===== src/source/cnn_dims_pkg.sv =====
package cnn_dims_pkg;

   // Frame geometry
   localparam int FRAME_W     = 8;                     // Pixels per row
   localparam int FRAME_H     = 8;                     // Rows per frame
   localparam int FRAME_SIZE  = FRAME_W * FRAME_H;     // 64 pixels
   localparam int PIX_IDX_W   = 6;                     // Pixel index width
   localparam int POS_W       = 3;                     // Row/col counter width
   localparam int DELAY_W     = 12;                    // Blanking counters

   // Channels and taps
   localparam int N_CH        = 4;                     // Output channels in parallel
   localparam int CH_W        = 2;                     // Channel index width
   localparam int N_TAP       = 9;                     // 3x3 kernel

   // Arithmetic widths
   localparam int ACT_BITS    = 8;                     // Pixel / activation
   localparam int WGT_BITS    = 8;                     // Signed weight
   localparam int WGT_WORD_W  = N_TAP * WGT_BITS;      // One kernel, 72 bits
   localparam int PARAM_BITS  = 16;                    // Signed scale or bias
   localparam int ACC_BITS    = 20;                    // MAC accumulator
   localparam int SCALE_SHIFT = 8;                     // Post-scale shift
   localparam int FMAP_W      = N_CH * ACT_BITS;       // Feature-map word, 32 bits

endpackage


===== src/source/fmap_store.sv =====
`timescale 1ns/1ps

module fmap_store (
   input  logic                               i_clk,
   input  logic                               i_rstn,
   input  logic                               i_start,
   input  logic                               i_res_valid,
   input  logic [cnn_dims_pkg::FMAP_W-1:0]    i_result,
   input  logic [cnn_dims_pkg::PIX_IDX_W-1:0] i_rd_addr,
   output logic [cnn_dims_pkg::FMAP_W-1:0]    o_rd_data,
   output logic                               o_layer_done
);
   import cnn_dims_pkg::*;

   logic [FMAP_W-1:0]    fmap_mem [FRAME_SIZE];         // One word per pixel
   logic [PIX_IDX_W-1:0] wr_ptr;

   always_ff @(posedge i_clk or negedge i_rstn) begin
      if (!i_rstn) begin
         wr_ptr       <= '0;
         o_layer_done <= 1'b0;
      end else if (i_start) begin
         wr_ptr       <= '0;                             // New frame
         o_layer_done <= 1'b0;
      end else if (i_res_valid) begin
         if (wr_ptr == PIX_IDX_W'(FRAME_SIZE - 1)) begin
            wr_ptr       <= '0;
            o_layer_done <= 1'b1;                        // Sticky until next start
         end else begin
            wr_ptr <= wr_ptr + 1'b1;
         end
      end
   end

   always_ff @(posedge i_clk) begin
      if (i_res_valid)
         fmap_mem[wr_ptr] <= i_result;
      o_rd_data <= fmap_mem[i_rd_addr];                  // Registered host read
   end

endmodule


===== config.mk =====
export PLATFORM = sky130hd
export DESIGN_NAME = fmap_store
export DESIGN_NICKNAME = d
export VERILOG_FILES = /design/src/source/cnn_dims_pkg.sv /design/src/source/fmap_store.sv
export SDC_FILE = /design/constraint.sdc
export NUM_CORES = 2
export LEC_CHECK = 0
export BUFFER_PORTS_ARGS = -buffer_cell sky130_fd_sc_hd__buf_2
export CORE_UTILIZATION = 45
export CTS_CLUSTER_DIAMETER = 30
export CTS_CLUSTER_SIZE = 10
export DETAILED_ROUTE_END_ITERATION = 16
export PLACE_DENSITY = 0.62
export REMOVE_ABC_BUFFERS = 1
export SYNTH_ARGS = -nofsm -noshare
export SYNTH_HDL_FRONTEND = slang
export SYNTH_SLANG_ARGS = --single-unit

===== constraint.sdc =====
create_clock -name i_clk -period 8.18 [get_ports i_clk]
set_input_delay 2.454 -clock i_clk [delete_from_list [all_inputs] [get_ports i_clk]]
set_output_delay 2.454 -clock i_clk [all_outputs]
set_load 0.05 [all_outputs]

==> out/results.ini <==
[clock_network]
htreeDepth = 5
cts_hold_buf = 0
numCtsBuffers = 407
cts_sinks = 2087
postCtsSetupRepairBufs = 0
cts_tree = built
ctsResizeCount = 0
cts_root_buffer = clkbuf_16
path_clk_slew_ns = 0.05
clockBufferDepth = 4
clk_latency_ns = 0.94

[logic_synthesis]
syn_area_per_cell_um2 = 22.4
synth_most_common_cell = edfxtp_1
synth_cell_types = 44
yosysSeqAreaShare_pct = 78.7
synthTopCellsByArea = edfxtp_1, mux4_2, mux2i_1, dfxtp_1, mux2_2
ys_top_cells_by_count = edfxtp_1, mux4_2, mux2i_1
yosys.area.top_type = edfxtp_1
yosys_warnings = 0
synth_cells = 3534
synth_async_sr_flop_share_pct = 0.335
synthFlopType = edfxtp_1
syn-cell-area_um2 = 79200
synth_edf_count = 2048
synth_top_cell_area_share_pct = 77.6
ys_ff_latch = 2087

[grt]
grtUsageMet3_pct = 5.15
antenna_found_initial = 19
grt_pass1_wl_mm = 301
grt_usage_pct = 23.8
grt_use_met1_pct = 32.5
grt_busiest_layer = met2
grtUsageMet2_pct = 37.8
overflow = 0
grt_pass1_vias = 40600
grt_max_degree = 94

[min_path]
hold_path_class = flip-flop to flip-flop

[run_status]
status = finished clean

[pwr]
power_density_nw_per_um2 = 306
ir_worst_vdd_mv = 0.243
p_leak_nw = 31.4

[route]
avgRoutedWirePerCell_um = 32.0
first_pass_iters = 5
routed_wl_mm = 211
vias = 39800
drtAntennaViolNets = 0
drc = 0
vias_per_cell = 6.04
drtIter0Drc = 4691

[floorplanning]
rows = 153
initial_core_util_pct = 45.4
dieArea_um2 = 178000
chipWidth_um = 422
core_um2 = 174000
io_pins = 75
die_h_um = 422

[sta]
timing.fmax_ghz = 0.207
finalCritPeriodShare_pct = 59.0
layout_min_cycle_time_ns = 4.82
holdWs_ns = 0.530
worst_clock_skew_ns = 0.0627
setup_viol = 0
tns_ns = 0
hold_viol = 0
rsz0062_at_grt = false
slew_violations = 0
max-slew-margin-rel_pct = 11.6
worst_pin_slew_ns = 1.33

[worst_setup_path]
crit_type = input port to flip-flop
crit_buf_inv = 3
slowest_stage = nor3_1
path_cells = buf_2, buf_4, and2_1, buf_4, nor2_1, a2111oi_0, nor3_1, o211a_1
crit_family = simple AND/OR/NAND/NOR gates
start_kind = input port
crit_top_cell = buf_4
cp-end-kind = flip-flop
worstPathRequired_ns = 9.05
path_max_fanout = 20
max_stage_delay_ns = 1.07
crit_arrival_ns = 5.69

[job]
max_cap_viol_count = 0

[placement]
dp_hpwl_mm = 116
portBuffers = 74
place_congestion = 0.803

[final_layout]
area_growth_pct = 22.3
drive_gt1_share_pct = 33.5
fin_nets = 3983

[kinds of logic after synthesis]
kind of cell / synth area share, %
buffers and inverters: 1.53
muxes: 15.2
adders and majority gates: 0.0158
AOI/OAI and AO/OA: 2.50
xor gates and xnor gates: 0.0442
and+or+nand+nor: 2.08
DFF: 78.7
[area by class of cell]
cell class / count / area, µm²
fillers: 12800 / 77500
flip-flops and latches: 2087 / 62300
multi-input cells: 1241 / 16200
clock buffers: 474 / 10700
clock inverters: 261 / 3220
well taps: 2325 / 2910
repair buffers: 202 / 1540
diodes: 6 / 15.0
inverters: 1 / 3.75
[tightest hold or removal path, stage by stage (launching register included)]
cell     delay (ns)
dfrtp_1        0.36
nor2_1         0.06
nor2_1         0.07
[per-stage QoR]
stage	area [µm²]	cells	util (%)	setup slack [ns]	total power (W)
4_1_cts	96900	6591	55.6	3.60	0.0298
3_3_place_gp	83000	5856	47.6	2.63	0.0132
5_1_grt	96900	6594	55.6	3.36	0.0304
3_5_place_dp	83000	5856	47.6	2.64	0.0132
6_report	96900	6597	55.6	3.36	0.0297
2_1_floorplan	78000	3329	-	3.45	0.0125
[metal layers]
metal / vias up / wire, µm
met2: 2040 / 102000
met5: - / 77
met4: 12 / 7320
met1: 21300 / 83700
li1: 16100 / -
met3: 368 / 18100
[cells in the final DEF (no fill, tap or decap), types with 28 or more instances in the layout]
master	n
a22oi_1	53
buf_2	70
buf_4	115
bufinv_16	65
clkbuf_1	51
clkbuf_16	414
clkinv_1	31
clkinv_2	64
clkinv_4	28
clkinvlp_4	48
dfxtp_1	32
edfxtp_1	2048
mux2_2	46
mux2i_1	141
mux4_2	448
nand2_1	65
nand3_1	59
nand4_1	54
nor2_4	65
o221ai_1	58
o22ai_1	68
[report_power, final]
| group | leakage [nW] | internal, W | total [W] | switching [W] |
|---|---|---|---|---|
| combinational | 5.89 | 0.000358 | 0.00111 | 0.000754 |
| sequential | 18.8 | 0.0118 | 0.0119 | 0.0000492 |
| clock | 6.68 | 0.0113 | 0.0167 | 0.00536 |
[registers in the layout (all words and copies together), names as in the netlist]
| name | count |
|---|---|
| o_rd_data | 32 |
| wr_ptr | 6 |
| o_layer_done | 1 |
| fmap_mem | 2048 |
[path summary, 6_finish.rpt]
check                                               from                         end  slack [ns]  depth (start not counted)
worst max-delay path                        i_rd_addr[4]        o_rd_data[6]$_DFF_P_        3.36                          8
worst min-delay path            o_layer_done$_DFFE_PN0P_    o_layer_done$_DFFE_PN0P_        0.53                          2
worst max register to register     wr_ptr[3]$_DFFE_PN0P_  fmap_mem[58][11]$_DFFE_PP_        4.89                          3
worst min register to register  o_layer_done$_DFFE_PN0P_    o_layer_done$_DFFE_PN0P_        0.53                          2
max in group asynchronous                         i_rstn       wr_ptr[4]$_DFFE_PN0P_        6.57                          1
min in group asynchronous                         i_rstn    o_layer_done$_DFFE_PN0P_        1.39                          1
(Power assumes the default switching activity.)
