--- src/source/cnn_dims_pkg.sv ---
package cnn_dims_pkg;

   // Frame geometry
   localparam int FRAME_W     = 8;                     // Pixels per row
   localparam int FRAME_H     = 8;                     // Rows per frame
   localparam int FRAME_SIZE  = FRAME_W * FRAME_H;     // 64 pixels
   localparam int PIX_IDX_W   = 6;                     // Pixel index width
   localparam int POS_W       = 3;                     // Row/col counter width
   localparam int DELAY_W     = 12;                    // Blanking counters

   // Channels and taps
   localparam int N_CH        = 4;                     // Output channels in parallel
   localparam int CH_W        = 2;                     // Channel index width
   localparam int N_TAP       = 9;                     // 3x3 kernel

   // Arithmetic widths
   localparam int ACT_BITS    = 8;                     // Pixel / activation
   localparam int WGT_BITS    = 8;                     // Signed weight
   localparam int WGT_WORD_W  = N_TAP * WGT_BITS;      // One kernel, 72 bits
   localparam int PARAM_BITS  = 16;                    // Signed scale or bias
   localparam int ACC_BITS    = 20;                    // MAC accumulator
   localparam int SCALE_SHIFT = 8;                     // Post-scale shift
   localparam int FMAP_W      = N_CH * ACT_BITS;       // Feature-map word, 32 bits

endpackage

--- src/source/window_builder.sv ---
`timescale 1ns/1ps

module window_builder (
   input  logic                                                 i_clk,
   input  logic                                                 i_rstn,
   input  logic                                                 i_data_run,
   input  logic [cnn_dims_pkg::POS_W-1:0]                       i_row,
   input  logic [cnn_dims_pkg::POS_W-1:0]                       i_col,
   input  logic [cnn_dims_pkg::ACT_BITS-1:0]                    i_pixel,
   output logic                                                 o_win_valid,
   output logic [cnn_dims_pkg::N_TAP*cnn_dims_pkg::ACT_BITS-1:0] o_window
);
   import cnn_dims_pkg::*;

   logic [ACT_BITS-1:0]       line1   [FRAME_W];        // Row - 1
   logic [ACT_BITS-1:0]       line2   [FRAME_W];        // Row - 2
   logic [ACT_BITS-1:0]       col_now [3];              // Current column, index dr
   logic [ACT_BITS-1:0]       col_d1  [3];              // Column - 1
   logic [ACT_BITS-1:0]       col_d2  [3];              // Column - 2
   logic [ACT_BITS-1:0]       tap_sel;
   logic [N_TAP*ACT_BITS-1:0] win_nxt;

   assign col_now[0] = i_pixel;
   assign col_now[1] = line1[i_col];
   assign col_now[2] = line2[i_col];

   // Tap (dr, dc) at bits 8*(3*dr+dc), zero outside the frame
   always_comb begin
      tap_sel = '0;
      for (int dr = 0; dr < 3; dr++) begin
         for (int dc = 0; dc < 3; dc++) begin
            case (dc)
               0:       tap_sel = col_now[dr];
               1:       tap_sel = col_d1[dr];
               default: tap_sel = col_d2[dr];
            endcase
            if (i_row < dr || i_col < dc)
               tap_sel = '0;                             // Border padding
            win_nxt[(dr*3+dc)*ACT_BITS +: ACT_BITS] = tap_sel;
         end
      end
   end

   always_ff @(posedge i_clk or negedge i_rstn) begin
      if (!i_rstn)
         o_win_valid <= 1'b0;
      else
         o_win_valid <= i_data_run;                      // Same edge as the pixel
   end

   always_ff @(posedge i_clk) begin
      if (i_data_run) begin
         o_window     <= win_nxt;
         line1[i_col] <= i_pixel;
         line2[i_col] <= line1[i_col];                   // Old row moves down
         col_d1       <= col_now;
         col_d2       <= col_d1;
      end
   end

endmodule

--- config.mk ---
export PLATFORM = sky130hd
export DESIGN_NAME = window_builder
export DESIGN_NICKNAME = d
export VERILOG_FILES = /design/src/source/cnn_dims_pkg.sv /design/src/source/window_builder.sv
export SDC_FILE = /design/constraint.sdc
export NUM_CORES = 1
export LEC_CHECK = 0
export BUFFER_PORTS_ARGS = -buffer_cell sky130_fd_sc_hd__buf_2
export CAP_MARGIN = 20
export CORE_MARGIN = 2
export CORE_UTILIZATION = 61
export CTS_BUF_LIST = sky130_fd_sc_hd__clkbuf_8
export CTS_CLUSTER_DIAMETER = 200
export CTS_CLUSTER_SIZE = 24
export DETAILED_ROUTE_END_ITERATION = 16
export GPL_TIMING_DRIVEN = 0
export HOLD_SLACK_MARGIN = 0.15
export MAX_ROUTING_LAYER = met4
export PLACE_DENSITY_LB_ADDON = 0.25
export REMOVE_ABC_BUFFERS = 1
export SYNTH_ARGS = -nofsm -noshare
export SYNTH_HDL_FRONTEND = slang
export SYNTH_SLANG_ARGS = --single-unit
--- constraint.sdc ---
create_clock -name i_clk -period 1.9 [get_ports i_clk]
set_clock_uncertainty 0.1 [all_clocks]
set_input_delay 0 -clock i_clk [delete_from_list [all_inputs] [get_ports i_clk]]
set_output_delay 0 -clock i_clk [all_outputs]
set_load 0.01 [all_outputs]
==> flow_metrics.py <==
metrics = {
    "detailed_routing": {
        "ant_nets": 0,
        "drc": 0,
        "drtIter0Drc": 486,
        "first_pass_iters": 5,
        "vias_per_cell": 5.853,
        "wl_um": 16180,
        "wire_per_inst_um": 20.79,
        "vias": 4554,
    },
    "critical_path": {
        "timing.rr.end": "line2[3][2]",
        "r2r-start": "line1[3][2]",
        "path_delay_family": "simple AND/OR/NAND/NOR gates",
        "endpoint_kind": "flop",
        "cp_max_fo": 42,
        "max_stage_delay_ns": 0.92,
        "reg2reg_depth": 4,
        "crit_arrival_ns": 1.87,
        "ff2ff_setup_slack_ns": 0.19,
        "start_kind": "input port",
        "critPathBufInv": 2,
        "cp.required_ns": 1.93,
        "crit_type": "in -> reg",
        "cp_cell_sequence": "buf_2 > buf_12 > nor2_2 > and3_1",
        "cp_slowest_cell": "and3_1",
    },
    "run": {
        "maxCapViolations": 0,
    },
    "clock_tree": {
        "clk_pin_slew_ns": 0.14,
        "clock-root-buffer": "clkbuf_8",
        "cts_setup_buffers": 0,
        "ctsHoldBuffers": 15,
        "htreeDepth": 1,
        "cts.sinks": 241,
        "insertion_delay_ns": 0.51,
        "cts_max_path_buffers": 3,
        "cts_tree": "built",
        "numCtsBuffers": 14,
    },
    "power_and_ir_drop": {
        "irDropWorstVdd_uv": 558.2,
        "p_sw_mw": 2.015,
        "pwr-share-clk": 0.245,
        "finalPower_mw": 9.211,
        "p_leak_nw": 3.641,
        "powerDensity_nw_per_um2": 921.7,
        "pwr-share-comb": 0.080,
        "seqPwrFrac": 0.676,
        "p_sw_frac": 0.2188,
        "p_int_mw": 7.196,
    },
    "synth": {
        "synth_edf_count": 240,
        "yosys_warnings": 0,
        "async_flop_share": 0.004149,
        "synth_top_area_cell": "edfxtp_1",
        "syn_area_per_cell_um2": 18.33,
        "syn-cell-area_um2": 8944,
        "synth_top_area_share": 0.8058,
        "synthFlopType": "edfxtp_1",
        "netlist_instances": 488,
        "yosys-top-cells-area": "edfxtp_1 81%, mux2i_1 3.8%, and2_1 2.4%, mux2_2 1.5%, a21oi_1 1.1%",
        "ys_types": 39,
        "ys_seq_area_frac": 0.8086,
        "synth_seq_cells": 241,
    },
    "sta": {
        "slew_viol_final": 0,
        "setup_viol": 0,
        "post-route-period-util": 0.9688,
        "final_hold_viol_count": 43,
        "fmax_mhz": 543.3,
        "finalSetupTns_ns": 0,
        "tightest_slew_ns": 1.022,
        "holdWs_ns": -0.04762,
        "rsz0062_at_grt": "false",
        "period_needed_ns": 1.841,
        "worst_slack_ns": 0.05923,
        "worst_slew_margin_rel": 0.3189,
    },
    "place": {
        "place_inst": 742,
        "io_buffer_count": 89,
        "place_area_um2": 9580,
        "dp_hpwl_um": 9907,
        "place_congestion": 0.7626,
        "place_worst_setup_slack_ns": -0.6590,
    },
    "final_layout": {
        "layout.cells.non_filler": 778,
        "fin_util": 0.6928,
        "areaGrowthSynthToFinish_pct": 11.74,
        "num-nets-final": 606,
        "antenna_cells": 0,
        "fin_area_um2": 9993,
        "drive_gt1_frac": 0.2424,
    },
    "global_routing": {
        "grt_max_degree": 71,
        "overflow": 0,
        "grt_usage": 0.2124,
        "antenna_found_initial": 0,
        "grt_pass1_wl_um": 24980,
        "grt_pass1_vias": 4528,
    },
    "hold_path": {
        "hp-class": "in -> reg",
        "hold_start": "i_data_run",
        "hold-path-endpoint": "o_window[11]",
        "min_path_cells": 1,
    },
    "die": {
        "core_um2": 14420,
        "rows": 44,
        "die_w_um": 125.1,
        "fp.dieH_um": 125.1,
        "io_pins": 90,
        "dieArea_um2": 15650,
        "initial_core_util": 0.6201,
    },
    "status": {
        "outcome": "complete, but fails checks",
        "violations": "hold timing",
    },
}
layout by cell type, fill, tap and decap left out, types with 2 or more instances in the layout:
cell	instances
a211oi_1	7
a21oi_1	20
a221oi_1	2
a22o_1	7
a22oi_1	4
a311o_1	2
a311o_2	2
a31oi_1	3
and2_1	35
and3_1	10
buf_2	87
buf_4	2
buf_6	3
buf_8	4
clkbuf_8	15
dlygate4sd3_1	15
edfxtp_1	240
inv_1	6
mux2_2	12
mux2i_1	34
nand2_1	18
nor2_1	12
nor2_2	7
nor2b_1	9
o21a_1	2
o22ai_1	12
o31a_1	2
or2_2	4
or3_1	3
layout make-up:
type                    instances  area (um^2)
flip-flops and latches        241         7232
well taps                     184        230.2
clock buffers                  15        206.4
inverters                       2        7.507
fillers                       936         4431
clock inverters                 6        48.80
multi-input cells             217         1526
repair buffers                113        742.0
layer usage:
metal | wire length (um) | GRT usage | vias up
met5 | 0 | - | -
met4 | 297 | 0.05817 | 0
met3 | 1090 | 0.02995 | 27
met2 | 8130 | 0.3517 | 177
met1 | 6656 | 0.2824 | 2279
li1 | - | - | 2071
power groups by stage:
stage | clock network, mW | registers [mW] | logic (mW)
final | 2.25 | 6.22 | 0.733
after global placement | 0 | 6.34 | 0.662
after global routing | 2.47 | 6.25 | 0.796
after detailed placement | 0 | 6.35 | 0.711
after floorplan | 0 | 6.40 | 0.271
after CTS | 2.30 | 6.23 | 0.737
worst max path at each step:
stage	startpoint	end	slack [ns]	cells past startpoint
3_5_place_dp	i_col[2]	line1[6][2]	-0.66	4
5_1_grt	i_col[0]	line1[4][0]	0.03	4
2_1_floorplan	i_col[1]	line1[0][0]	0.30	2
3_3_place_gp	i_data_run	line1[0][5]	-2.09	3
4_1_cts	i_row[2]	o_window[44]	0.09	6
6_report	i_col[0]	line1[4][2]	0.06	4
sequential cells by signal (all words and copies together) (netlist names):
| signal | flops |
|---|---|
| line2 | 64 |
| col_d1 | 24 |
| line1 | 64 |
| o_win_valid | 1 |
| o_window | 64 |
| col_d2 | 24 |
cells in the mapped netlist (all sizes together) (3+ instances only):
cell type and n:
buf 23, o22ai 12, mux2 12, a311o 4, edfxtp 240, a21oi 20, or3 3, and2 35
nand2 19, mux2i 34, a211oi 7, and3 10, clkbuf 5, a31oi 3, nor2b 9, or2 4
a22o 7, a22oi 4, nor2 20
worst reg2reg max path, cell delays in order, from the launching register on:
cell and delay (ns):
edfxtp_1 0.37, mux2_2 0.28, a22oi_1 0.14, nor2_1 0.08, or3_1 0.46
cell families (layout without fill, tap and decap cells):
family,after synthesis,in the layout,synth area share
compound gates,66,66,0.05106
simple gates,105,105,0.06365
flops,241,241,0.8086
buf+inv,30,136,0.02350
mux,46,46,0.05316
repair_timing:
action                                 in CTS  in global routing
endpoints found under the hold margin     142                 43
gates resized for setup                     1                  1
gates cloned                                0                  0
setup endpoints to repair                  20                  1
(Power assumes the default switching activity.)
