## config.mk

```make
export PLATFORM = sky130hd
export DESIGN_NAME = frame_ctrl
export DESIGN_NICKNAME = d
export VERILOG_FILES = /design/src/source/cnn_dims_pkg.sv /design/src/source/cnn_types_pkg.sv /design/src/source/frame_ctrl.sv
export SDC_FILE = /design/constraint.sdc
export NUM_CORES = 1
export LEC_CHECK = 0
export ABC_AREA = 1
export BUFFER_PORTS_ARGS = -buffer_cell sky130_fd_sc_hd__clkbuf_2
export CORE_ASPECT_RATIO = 0.75
export CORE_MARGIN = 2
export CORE_UTILIZATION = 59
export CTS_BUF_LIST = sky130_fd_sc_hd__clkbuf_4 sky130_fd_sc_hd__clkbuf_8 sky130_fd_sc_hd__clkbuf_16
export CTS_CLUSTER_SIZE = 8
export DETAILED_ROUTE_END_ITERATION = 8
export PLACE_DENSITY_LB_ADDON = 0.2
export SLEW_MARGIN = 0
export SYNTH_ARGS = -nofsm -noshare
export SYNTH_HDL_FRONTEND = slang
export SYNTH_SLANG_ARGS = --single-unit
```

## constraint.sdc

```tcl
create_clock -name i_clk -period 2.65 [get_ports i_clk]
set_input_delay 0.1325 -clock i_clk [delete_from_list [all_inputs] [get_ports i_clk]]
set_output_delay 0.1325 -clock i_clk [all_outputs]
set_load 0.03 [all_outputs]
```

## src/source/cnn_dims_pkg.sv

```systemverilog
package cnn_dims_pkg;

   // Frame geometry
   localparam int FRAME_W     = 8;                     // Pixels per row
   localparam int FRAME_H     = 8;                     // Rows per frame
   localparam int FRAME_SIZE  = FRAME_W * FRAME_H;     // 64 pixels
   localparam int PIX_IDX_W   = 6;                     // Pixel index width
   localparam int POS_W       = 3;                     // Row/col counter width
   localparam int DELAY_W     = 12;                    // Blanking counters

   // Channels and taps
   localparam int N_CH        = 4;                     // Output channels in parallel
   localparam int CH_W        = 2;                     // Channel index width
   localparam int N_TAP       = 9;                     // 3x3 kernel

   // Arithmetic widths
   localparam int ACT_BITS    = 8;                     // Pixel / activation
   localparam int WGT_BITS    = 8;                     // Signed weight
   localparam int WGT_WORD_W  = N_TAP * WGT_BITS;      // One kernel, 72 bits
   localparam int PARAM_BITS  = 16;                    // Signed scale or bias
   localparam int ACC_BITS    = 20;                    // MAC accumulator
   localparam int SCALE_SHIFT = 8;                     // Post-scale shift
   localparam int FMAP_W      = N_CH * ACT_BITS;       // Feature-map word, 32 bits

endpackage

```

## src/source/cnn_types_pkg.sv

```systemverilog
package cnn_types_pkg;

   // Frame controller phases
   typedef enum logic [2:0] {
      ST_IDLE  = 3'd0,   // Waiting for start
      ST_VSYNC = 3'd1,   // Vertical blanking, params copied here
      ST_DATA  = 3'd2,   // One pixel per cycle
      ST_HSYNC = 3'd3,   // Gap between rows
      ST_DONE  = 3'd4    // End-of-frame pulse
   } ctrl_state_e;

   // Host write target
   typedef enum logic [1:0] {
      PRM_WEIGHT = 2'd0, // 72-bit kernel word
      PRM_SCALE  = 2'd1, // Low 16 bits
      PRM_BIAS   = 2'd2  // Low 16 bits
   } prm_sel_e;

endpackage

```

## src/source/frame_ctrl.sv

```systemverilog
`timescale 1ns/1ps

module frame_ctrl (
   input  logic                             i_clk,
   input  logic                             i_rstn,
   input  logic                             i_start,
   input  logic [cnn_dims_pkg::DELAY_W-1:0] i_vsync_delay,
   input  logic [cnn_dims_pkg::DELAY_W-1:0] i_hsync_delay,
   output cnn_types_pkg::ctrl_state_e       o_state,
   output logic [cnn_dims_pkg::DELAY_W-1:0] o_vsync_cnt,
   output logic                             o_data_run,
   output logic [cnn_dims_pkg::POS_W-1:0]   o_row,
   output logic [cnn_dims_pkg::POS_W-1:0]   o_col,
   output logic                             o_end_frame
);
   import cnn_dims_pkg::*;
   import cnn_types_pkg::*;

   ctrl_state_e        state_nxt;
   logic [DELAY_W-1:0] blank_cnt;                        // Shared by both blanking phases
   logic               last_col;
   logic               last_row;
   logic               vsync_end;
   logic               hsync_end;

   assign last_col    = (o_col == POS_W'(FRAME_W - 1));
   assign last_row    = (o_row == POS_W'(FRAME_H - 1));
   assign vsync_end   = (blank_cnt == i_vsync_delay - 1'b1);
   assign hsync_end   = (blank_cnt == i_hsync_delay - 1'b1);
   assign o_vsync_cnt = blank_cnt;                       // Loader qualifies with state

   // -------------------------------------------------------------------
   // Next state
   // -------------------------------------------------------------------
   always_comb begin
      state_nxt = o_state;
      case (o_state)
         ST_IDLE: begin
            if (i_start)
               state_nxt = ST_VSYNC;
         end
         ST_VSYNC: begin
            if (vsync_end)
               state_nxt = ST_DATA;
         end
         ST_DATA: begin
            if (last_col) begin
               if (last_row)
                  state_nxt = ST_DONE;                   // No gap after the last row
               else if (i_hsync_delay != '0)
                  state_nxt = ST_HSYNC;                  // Zero delay: rows back to back
            end
         end
         ST_HSYNC: begin
            if (hsync_end)
               state_nxt = ST_DATA;
         end
         ST_DONE:  state_nxt = ST_IDLE;                  // Single cycle
         default:  state_nxt = ST_IDLE;
      endcase
   end

   // -------------------------------------------------------------------
   // State, counters and registered flags
   // -------------------------------------------------------------------
   always_ff @(posedge i_clk or negedge i_rstn) begin
      if (!i_rstn) begin
         o_state     <= ST_IDLE;
         blank_cnt   <= '0;
         o_row       <= '0;
         o_col       <= '0;
         o_data_run  <= 1'b0;
         o_end_frame <= 1'b0;
      end else begin
         o_state     <= state_nxt;
         o_data_run  <= (state_nxt == ST_DATA);          // Aligned with state
         o_end_frame <= (state_nxt == ST_DONE);
         if (state_nxt != o_state)
            blank_cnt <= '0;                             // Restart on phase change
         else if (o_state == ST_VSYNC || o_state == ST_HSYNC)
            blank_cnt <= blank_cnt + 1'b1;
         if (o_state == ST_IDLE) begin
            o_row <= '0;
            o_col <= '0;
         end else if (o_state == ST_DATA) begin
            if (last_col) begin
               o_col <= '0;
               o_row <= o_row + 1'b1;                    // Wraps to 0 after last row
            end else begin
               o_col <= o_col + 1'b1;
            end
         end
      end
   end

endmodule

```

==> impl_metrics.ini, run 1 <==
[pwr]
combinationalPowerShare = 0.476
internal_power_mw = 0.696
clockPowerShare = 0.162
p_per_area_mw_per_mm2 = 503
seqPwrFrac = 0.362
peakVddDrop_mv = 0.412
total_power_mw = 1.29
power_switching_mw = 0.594
swShare = 0.460
p_leak_nw = 1.41

[worst_setup_path]
worstSetupEndpointType = flop
cp-start-kind = flop
crit_chain = xnor2_1, o21ai_1, nand2_1, nand2_1, nor2_1, nand3_1, nand2_1, nand4_1, nand2_2, nor2_1
cpPeakStageDelay_ns = 0.50
path_max_fanout = 12
arrival_ns = 2.13
crit_type = flop to flop
cpMostUsedCell = nand2_1
cp.required_ns = 2.78
slowest_stage = dfrtp_1

[yosys]
synthTopCellsByArea = dfrtp_1, nand2_1, inv_1, nor2_1, nand3_1
synth_area_leader_cell = dfrtp_1
synth_edf_count = 0
synth-simple-area-share = 0.455
synth_top_family_by_area = simple AND/OR/NAND/NOR gates
yosys.cell_count.top_type = nand2_1
yosys_warnings = 0
synth_top_area_frac = 0.258
synthMuxAreaShare = 0.00448
ys_seq_elements = 23
netlist-cell-type-count = 30
synth.net_count = 386
avgSynthCellArea_um2 = 6.35
synth_compound_area_frac = 0.0454
synth_cells = 352
synth_fa_ha_area_frac = 0.0392
synth.cell_area_mm2 = 0.00223
synthFlopType = dfrtp_1
synthArstFlopShare = 1.00
synth_xor_area_frac = 0.0980
seq_area_frac_synth = 0.258
synth_common_cells = nand2_1, inv_1, nor2_1, nand3_1, dfrtp_1

[grt]
grt_pass1_wl_mm = 8.29
globalRouteTotalUtil = 0.247
overflow = 0
grt_max_degree = 24
grt_antenna_before_repair = 0
grt_pass1_vias = 1924

[die]
rows = 19
initial_utilization = 0.614
core_area_mm2 = 0.00364
dieArea_mm2 = 0.00430
io_pins = 50
die_y_um = 57.3
die_w_um = 75.1

[detailed_routing]
wl_mm = 4.96
via_count = 2236
remaining_drc_errors = 0
ant_nets = 0
first_iter_violations = 153
drt_pass1_iterations = 4
vias_per_cell = 4.94
route.detailed.wl_per_inst_um = 10.9

[timing]
fin_skew_ns = 0.00800
slew_violations = 0
finalCritPeriodShare = 0.754
final-setup-viol-count = 0
period_needed_ns = 2.00
slew_headroom = 0.635
worst_slew_pin_slew_ns = 0.542
hold_violations = 0
fmax_mhz = 500
fin_tns_setup_ns = 0
rsz0062_at_grt = false

[clock_network]
cts_root_buf = clkbuf_8
cts_sinks = 23
cts-resized-gates = 0
cts_hold_buf = 1
htreeDepth = 1
max-clock-path-buffers = 2
worstSkewPairLatency_ns = 0.26
cts_tree = built
cts_setup_buffers = 0
cts_buffers = 3
cts.clk_slew.worst_paths_ns = 0.08

[status]
status = finished clean

[placement]
detailed_place_hpwl_mm = 4.23
gp_congestion = 0.874
io_buffers = 49

[layout]
layout.nets = 436
num_antenna_cells = 0
area_growth_pct = 14.7
drive_above_1_share = 0.212
final_core_util = 0.705

[worst_hold_path]
min_path_type = primary input to flop

[job]
maxCapViolations = 0
==> cell usage in the layout, fill, tap and decap left out <==
| cell type | instances |
|---|---|
| nand2_1 | 106 |
| inv_1 | 49 |
| clkbuf_2 | 49 |
| nor2_1 | 44 |
| nand3_1 | 30 |
| dfrtp_1 | 23 |
| nor2_2 | 19 |
| xor2_1 | 15 |
| xnor2_1 | 10 |
| o21ai_0 | 8 |
| ha_1 | 7 |
| nand2_2 | 5 |
| nand4_1 | 5 |
| a21oi_1 | 4 |
| nand3b_1 | 3 |
| nor3_1 | 3 |
| clkbuf_8 | 3 |
| or2_2 | 2 |
| nor2_4 | 2 |
| o21ai_1 | 2 |
| a22o_1 | 2 |
| nor2_8 | 1 |
| inv_2 | 1 |
| nand4_2 | 1 |
| nand3_2 | 1 |
| o21bai_1 | 1 |
| or2_1 | 1 |
| a31oi_1 | 1 |
| mux2i_1 | 1 |
| clkinv_2 | 1 |
| dlygate4sd3_1 | 1 |
==> critical path: cells and delay by family (launching register included) <==
family	cells	cell delay, ns
AOI/OAI and AO/OA	1	0.12
xor gates and xnor gates	1	0.37
DFF	1	0.50
and+or+nand+nor	8	0.89
==> routing by layer <==
layer	GRT usage	part of all wire	up-vias
met5	0	0	-
met4	0.0485	0.0081	0
met3	0.0389	0.059	4
met2	0.377	0.43	66
met1	0.373	0.50	976
li1	-	-	1190
==> cell type report <==
class,count,area [µm²]
timing repair buffer,50,255
sequential,23,576
tap,52,65.1
multi-input combinational,274,1430
clock buffer,3,41.3
clock inverter,1,5.00
fill,332,1070
inverter,50,188
==> cells by family (layout without fill, tap and decap cells) <==
logic type,Yosys count,in the layout
AND/OR/NAND/NOR,223,223
buffers and inverters,55,104
XOR/XNOR,25,25
flip-flops,23,23
AO/OA/AOI/OAI,18,18
adder cells (fa/ha/maj),7,7
multiplexers,1,1
==> through the flow <==
| step | instances | hold WS [ns] | instance area (µm²) | setup slack (ns) |
|---|---|---|---|---|
| 6_report | 453 | 0.279 | 2560 | 0.652 |
| 5_1_grt | 453 | 0.324 | 2560 | 0.432 |
| 4_1_cts | 453 | 0.268 | 2560 | 0.667 |
| 3_5_place_dp | 448 | 0.144 | 2510 | 0.618 |
| 3_3_place_gp | 448 | 0.157 | 2510 | 0.678 |
| 2_1_floorplan | 352 | -0.163 | 2230 | 0.824 |
==> final timing paths <==
check | from | to | slack (ns) | cells past startpoint
max | o_vsync_cnt[8] | o_vsync_cnt[8] | 0.65 | 10
max in group asynchronous | i_rstn | o_vsync_cnt[11] | 1.88 | 2
min in group asynchronous | i_rstn | o_vsync_cnt[9] | 0.41 | 2
min reg2reg | o_col[2] | o_col[2] | 0.54 | 1
min | i_start | o_state[0] | 0.28 | 5
max reg2reg | o_vsync_cnt[8] | o_vsync_cnt[8] | 0.65 | 10
==> power by group through the flow <==
| stage | clock network [mW] | logic, mW | registers, mW |
|---|---|---|---|
| 6_report | 0.209 | 0.614 | 0.467 |
| 5_1_grt | 0.231 | 0.684 | 0.477 |
| 4_1_cts | 0.211 | 0.613 | 0.466 |
| 3_5_place_dp | 0 | 0.609 | 0.473 |
| 3_3_place_gp | 0 | 0.596 | 0.469 |
| 2_1_floorplan | 0 | 0.425 | 0.524 |
==> registers in the layout, summed over array words and instances (netlist names) <==
signal and flops:
o_vsync_cnt 12, o_col 3, o_row 3, o_state 3, o_data_run 1, o_end_frame 1
Note: power is estimated with default switching activity, not from simulation.
==> inputs of run 2 (changes only) <==
--- a/config.mk
+++ b/config.mk
@@ -9,7 +9,7 @@
 export BUFFER_PORTS_ARGS = -buffer_cell sky130_fd_sc_hd__clkbuf_2
 export CORE_ASPECT_RATIO = 0.75
 export CORE_MARGIN = 2
-export CORE_UTILIZATION = 59
+export CORE_UTILIZATION = 55
 export CTS_BUF_LIST = sky130_fd_sc_hd__clkbuf_4 sky130_fd_sc_hd__clkbuf_8 sky130_fd_sc_hd__clkbuf_16
 export CTS_CLUSTER_SIZE = 8
 export DETAILED_ROUTE_END_ITERATION = 8
==> constraint.sdc (replaced) <==
create_clock -name i_clk -period 1.9 [get_ports i_clk]
set_input_delay 0.095 -clock i_clk [delete_from_list [all_inputs] [get_ports i_clk]]
set_output_delay 0.095 -clock i_clk [all_outputs]
set_load 0.03 [all_outputs]
==> impl_metrics.ini, run 2 (synthesis results as in run 1) <==
[timing]
finalCritPeriodShare = 0.932
hold_violations = 0
fin_skew_ns = 0.00880
fmax_mhz = 565
final-setup-viol-count = 0
holdWs_ns = 0.263
slew_headroom = 0.614
fin_tns_setup_ns = 0
period_needed_ns = 1.77
worst_slew_pin_slew_ns = 0.579
rsz0062_at_grt = true
slew_violations = 0

[worst_setup_path]
cp-start-kind = flop
worstSetupEndpointType = flop
cp.required_ns = 2.04
arrival_ns = 1.91
path_max_fanout = 8
crit_type = flop to flop

[placement]
postPlaceCellArea_mm2 = 0.00262
detailed_place_hpwl_mm = 4.41
gp_congestion = 0.868
dpl.cell_count = 464
io_buffers = 49

[die]
rows = 20
initial_utilization = 0.562
die_y_um = 59.2
core_area_mm2 = 0.00398
die_w_um = 77.6
io_pins = 50
dieArea_mm2 = 0.00459

[grt]
globalRouteTotalUtil = 0.230
grt_max_degree = 24
overflow = 0
grt_pass1_wl_mm = 8.50
grt_antenna_before_repair = 0
grt_pass1_vias = 1922

[clock_network]
max-clock-path-buffers = 2
cts.clk_slew.worst_paths_ns = 0.08
cts_tree = built
worstSkewPairLatency_ns = 0.26
cts_root_buf = clkbuf_8
cts_sinks = 23
cts_buffers = 3
htreeDepth = 1

[detailed_routing]
wl_mm = 5.20
drt_pass1_iterations = 5
via_count = 2279
ant_nets = 0
vias_per_cell = 4.85
first_iter_violations = 101
remaining_drc_errors = 0
route.detailed.wl_per_inst_um = 11.1

[pwr]
p_per_area_mw_per_mm2 = 735
p_leak_nw = 1.48
total_power_mw = 1.98
peakVddDrop_mv = 0.455

[layout]
num_antenna_cells = 0
layout.nets = 450
final_cell_mix = nand2_1, clkbuf_2, inv_1, nor2_1, nand3_1
fillCellCount = 359
area_growth_pct = 20.8
layout_commonest_cell = nand2_1
drive_above_1_share = 0.260
finalInstanceArea_mm2 = 0.00270
largest_reg_flops = 12
final_cells = 470

[worst_hold_path]
min_path_type = primary input to flop

[job]
maxCapViolations = 0

[status]
status = finished clean
==> run 2: cell count changes in the layout (fill, tap and decap cells not counted) <==
cell     change
inv_1        -2
buf_4       +13
nor2_1       -1
nor2_2       +1
buf_12       +1
dfrtp_1      -5
inv_4        +1
inv_2        +1
nand2_1      -1
nand2_2      +1
dfrtp_2      +5
==> run 2: worst max-delay path, cell delays in order, from the launching register on <==
cell and delay [ns]:
dfrtp_2 0.47, inv_4 0.11, nand2_1 0.05, nand2_1 0.06, nand2_1 0.05, nand2_1 0.05, nand2_1 0.05, nor2_1 0.09
nand2_1 0.06, nor2_1 0.10, nand3_1 0.09, nand2_1 0.08, nand4_1 0.09, nand2_2 0.13, buf_12 0.14, nor2_2 0.03
==> run 2: through the flow <==
stage	util	setup slack, ns
after CTS	0.673	0.0501
after global placement	0.659	0.0880
after detailed placement	0.659	0.0389
after global routing	0.678	-0.0152
after floorplan	-	0.0739
final	0.678	0.130
==> run 2: repair_timing <==
item,in CTS,in global routing
hold buffers,1,0
buffers inserted,0,1
setup endpoints to repair,0,10
endpoints found under the hold margin,23,0
gates resized for setup,0,10
==> run 2: area by class of cell <==
class	instances	area, µm²	area share
inverter	50	190	0.0705
multi-input combinational	274	1440	0.533
tap	55	68.8	0.0255
timing repair buffer	64	373	0.138
clock inverter	1	5.00	0.00185
sequential	23	582	0.216
clock buffer	3	41.3	0.0153
==> run 2: final timing paths <==
kind,startpoint,endpoint,slack [ns],depth (start not counted)
worst max-delay path,o_vsync_cnt[4],o_vsync_cnt[0],0.13,15
worst min-delay path,i_start,o_state[0],0.26,5
worst max register to register,o_vsync_cnt[4],o_vsync_cnt[0],0.13,15
worst min register to register,o_col[1],o_col[1],0.54,1
max in group asynchronous,i_rstn,o_vsync_cnt[9],1.11,2
min in group asynchronous,i_rstn,o_row[0],0.37,2
==> run 2: power breakdown <==
| group | switching (mW) | leakage [nW] | internal [mW] | total (mW) |
|---|---|---|---|---|
| Combinational | 0.657 | 1.14 | 0.416 | 1.07 |
| Clock | 0.146 | 0.0255 | 0.146 | 0.292 |
| Sequential | 0.0666 | 0.307 | 0.553 | 0.620 |
==> run 2: per-layer routing <==
metal,vias to the layer above,share of wire,GRT usage
met2,50,0.45,0.385
met5,-,0,0
met4,0,0.0048,0.0306
li1,1215,-,-
met1,1010,0.51,0.338
met3,4,0.032,0.0183
==> inputs of run 3 (changes only) <==
--- a/config.mk
+++ b/config.mk
@@ -5,11 +5,11 @@
 export SDC_FILE = /design/constraint.sdc
 export NUM_CORES = 1
 export LEC_CHECK = 0
-export ABC_AREA = 1
+export ABC_AREA = 0
 export BUFFER_PORTS_ARGS = -buffer_cell sky130_fd_sc_hd__clkbuf_2
 export CORE_ASPECT_RATIO = 0.75
 export CORE_MARGIN = 2
-export CORE_UTILIZATION = 55
+export CORE_UTILIZATION = 54
 export CTS_BUF_LIST = sky130_fd_sc_hd__clkbuf_4 sky130_fd_sc_hd__clkbuf_8 sky130_fd_sc_hd__clkbuf_16
 export CTS_CLUSTER_SIZE = 8
 export DETAILED_ROUTE_END_ITERATION = 8
==> impl_metrics.ini, run 3 <==
[die]
initial_utilization = 0.555
die_w_um = 74.4
die_y_um = 56.8
dieArea_mm2 = 0.00422
core_area_mm2 = 0.00361
rows = 19
io_pins = 50

[detailed_routing]
wl_mm = 6.49
remaining_drc_errors = 0
drt_pass1_iterations = 4
ant_nets = 0
first_iter_violations = 108
dr.max_layer_used = met4
met2WireLength_mm = 3.05
wl_met3_um = 446
vias_per_cell = 5.78
m1WireLength_mm = 2.91
route.detailed.wl_per_inst_um = 15.9
via_count = 2366

[worst_hold_path]
min_path_type = primary input to asynchronous set/reset pin

[layout]
finalInstanceArea_mm2 = 0.00297
fillCellCount = 226
final_cell_mix = buf_4, clkbuf_2, nand2_1, nor2_1, xnor2_1
largest_reg_flops = 12
num_antenna_cells = 0
area_growth_pct = 48.2
layout_commonest_cell = buf_4
drive_above_1_share = 0.420
layout.nets = 392

[yosys]
synth_common_cells = nand2_1, xnor2_1, dfrtp_1, nor2_1, clkbuf_1
synth_top_area_frac = 0.287
synth.cell_area_mm2 = 0.00201
synthFlopType = dfrtp_1
netlist-cell-type-count = 52
ys_seq_elements = 23
yosys.cell_count.top_type = nand2_1
synth_area_leader_cell = dfrtp_1
synth_edf_count = 0
seq_area_frac_synth = 0.287
synthArstFlopShare = 1.00
synth.net_count = 284
yosys_warnings = 0
synthTopCellsByArea = dfrtp_1, xnor2_1, nand2_1, ha_1, nor2_1
synth_cells = 250
avgSynthCellArea_um2 = 8.02

[job]
maxCapViolations = 0

[timing]
fin_ws_ns = -0.464
fin_skew_ns = 0.00457
worst_slew_pin_slew_ns = 0.576
rsz0062_at_grt = true
slew_violations = 0
slew_headroom = 0.616
hold_violations = 0
holdWs_ns = 0.344
final-setup-viol-count = 15
fmax_mhz = 423
period_needed_ns = 2.36
finalCritPeriodShare = 1.24

[worst_setup_path]
crit_type = flop to flop
r2r_setup_slack_ns = -0.46
reg2reg_from = o_vsync_cnt[5]
worstSetupEndpointType = flop
r2r_cells = 7
critPathLaunch = o_vsync_cnt[5]
arrival_ns = 2.52
cp.required_ns = 2.06
r2r_end = o_vsync_cnt[8]
cp-start-kind = flop
critPathCapture = o_vsync_cnt[8]
path_max_fanout = 5

[grt]
grt_pass1_wl_mm = 10.4
grt_max_degree = 24
globalRouteTotalUtil = 0.318
grt_antenna_before_repair = 0
grt_pass1_vias = 2239
overflow = 0

[clock_network]
cts_buffers = 3
cts.clk_slew.worst_paths_ns = 0.09
max-clock-path-buffers = 2
cts_tree = built
cts_sinks = 23
htreeDepth = 1
worstSkewPairLatency_ns = 0.27
cts_root_buf = clkbuf_8

[placement]
detailed_place_hpwl_mm = 4.51
postPlaceCellArea_mm2 = 0.00276
gp_congestion = 0.933
io_buffers = 49

[pwr]
p_per_area_mw_per_mm2 = 815
peakVddDrop_mv = 0.497
p_leak_nw = 1.41

[status]
violations = negative setup slack
status = finished with violations
[run 3: report_power, final]
group | switching (mW) | internal [mW] | total [mW]
registers | 0.116 | 0.595 | 0.711
clock network | 0.169 | 0.147 | 0.315
logic | 0.782 | 0.615 | 1.40
[run 3: cells by family (layout without fill, tap and decap cells)]
family,after synthesis,count (layout),synth area share
fa+ha+maj,7,7,0.0437
compound gates,48,49,0.168
mux,1,1,0.00499
flops,23,23,0.287
xor+xnor,32,32,0.140
simple gates,115,115,0.308
buf+inv,24,130,0.0487
[run 3: cell type report]
| class | instances | area [µm²] | share of cell area |
|---|---|---|---|
| Clock inverter | 1 | 5.00 | 0.00168 |
| Clock buffer | 3 | 41.3 | 0.0139 |
| Multi-Input combinational cell | 204 | 1500 | 0.503 |
| Tap cell | 52 | 65.1 | 0.0219 |
| Sequential cell | 23 | 582 | 0.196 |
| Timing Repair Buffer | 115 | 743 | 0.250 |
| Inverter | 11 | 41.3 | 0.0139 |
[run 3: critical path: stages, from the launching register on]
cell and delay (ns):
dfrtp_2 0.38, or3b_4 0.36, or4_4 0.43, o311ai_4 0.08, nor2_2 0.08, or4b_4 0.59, a21boi_4 0.25, nor2_1 0.08
[run 3: worst min path at each step]
stage / to / cells after the start / slack [ns]
after floorplan: o_col[0] / 0 / -0.20
after global routing: o_vsync_cnt[2] / 2 / 0.41
after global placement: o_vsync_cnt[0] / 1 / 0.11
after detailed placement: o_vsync_cnt[1] / 1 / 0.12
after CTS: o_vsync_cnt[1] / 2 / 0.37
final: o_vsync_cnt[0] / 2 / 0.34
[run 3: per-layer routing]
layer,vias to the layer above,global-route usage
met5,-,0
met4,0,0.0536
met3,9,0.0700
met2,117,0.506
met1,1118,0.448
li1,1122,-
[run 3: stage by stage]
step / utilization / std cells / setup slack [ns] / power (mW) / setup TNS, ns
after floorplan: - / 250 / -0.459 / 1.54 / -5.57
after global placement: 0.764 / 400 / -0.803 / 1.97 / -10.87
after detailed placement: 0.764 / 400 / -0.824 / 2.01 / -10.94
after CTS: 0.804 / 408 / -0.430 / 2.34 / -5.18
after global routing: 0.823 / 409 / -0.491 / 2.57 / -6.40
final: 0.823 / 409 / -0.464 / 2.42 / -5.83
[run 3: repair_timing]
action | in CTS | in global routing
endpoints found under the setup margin | 15 | 15
endpoints found under the hold margin | 23 | 0
pin swaps | 11 | 7
hold buffers | 1 | 0
resized for setup | 12 | 10
setup buffers | 2 | 1
cloned | 1 | 0
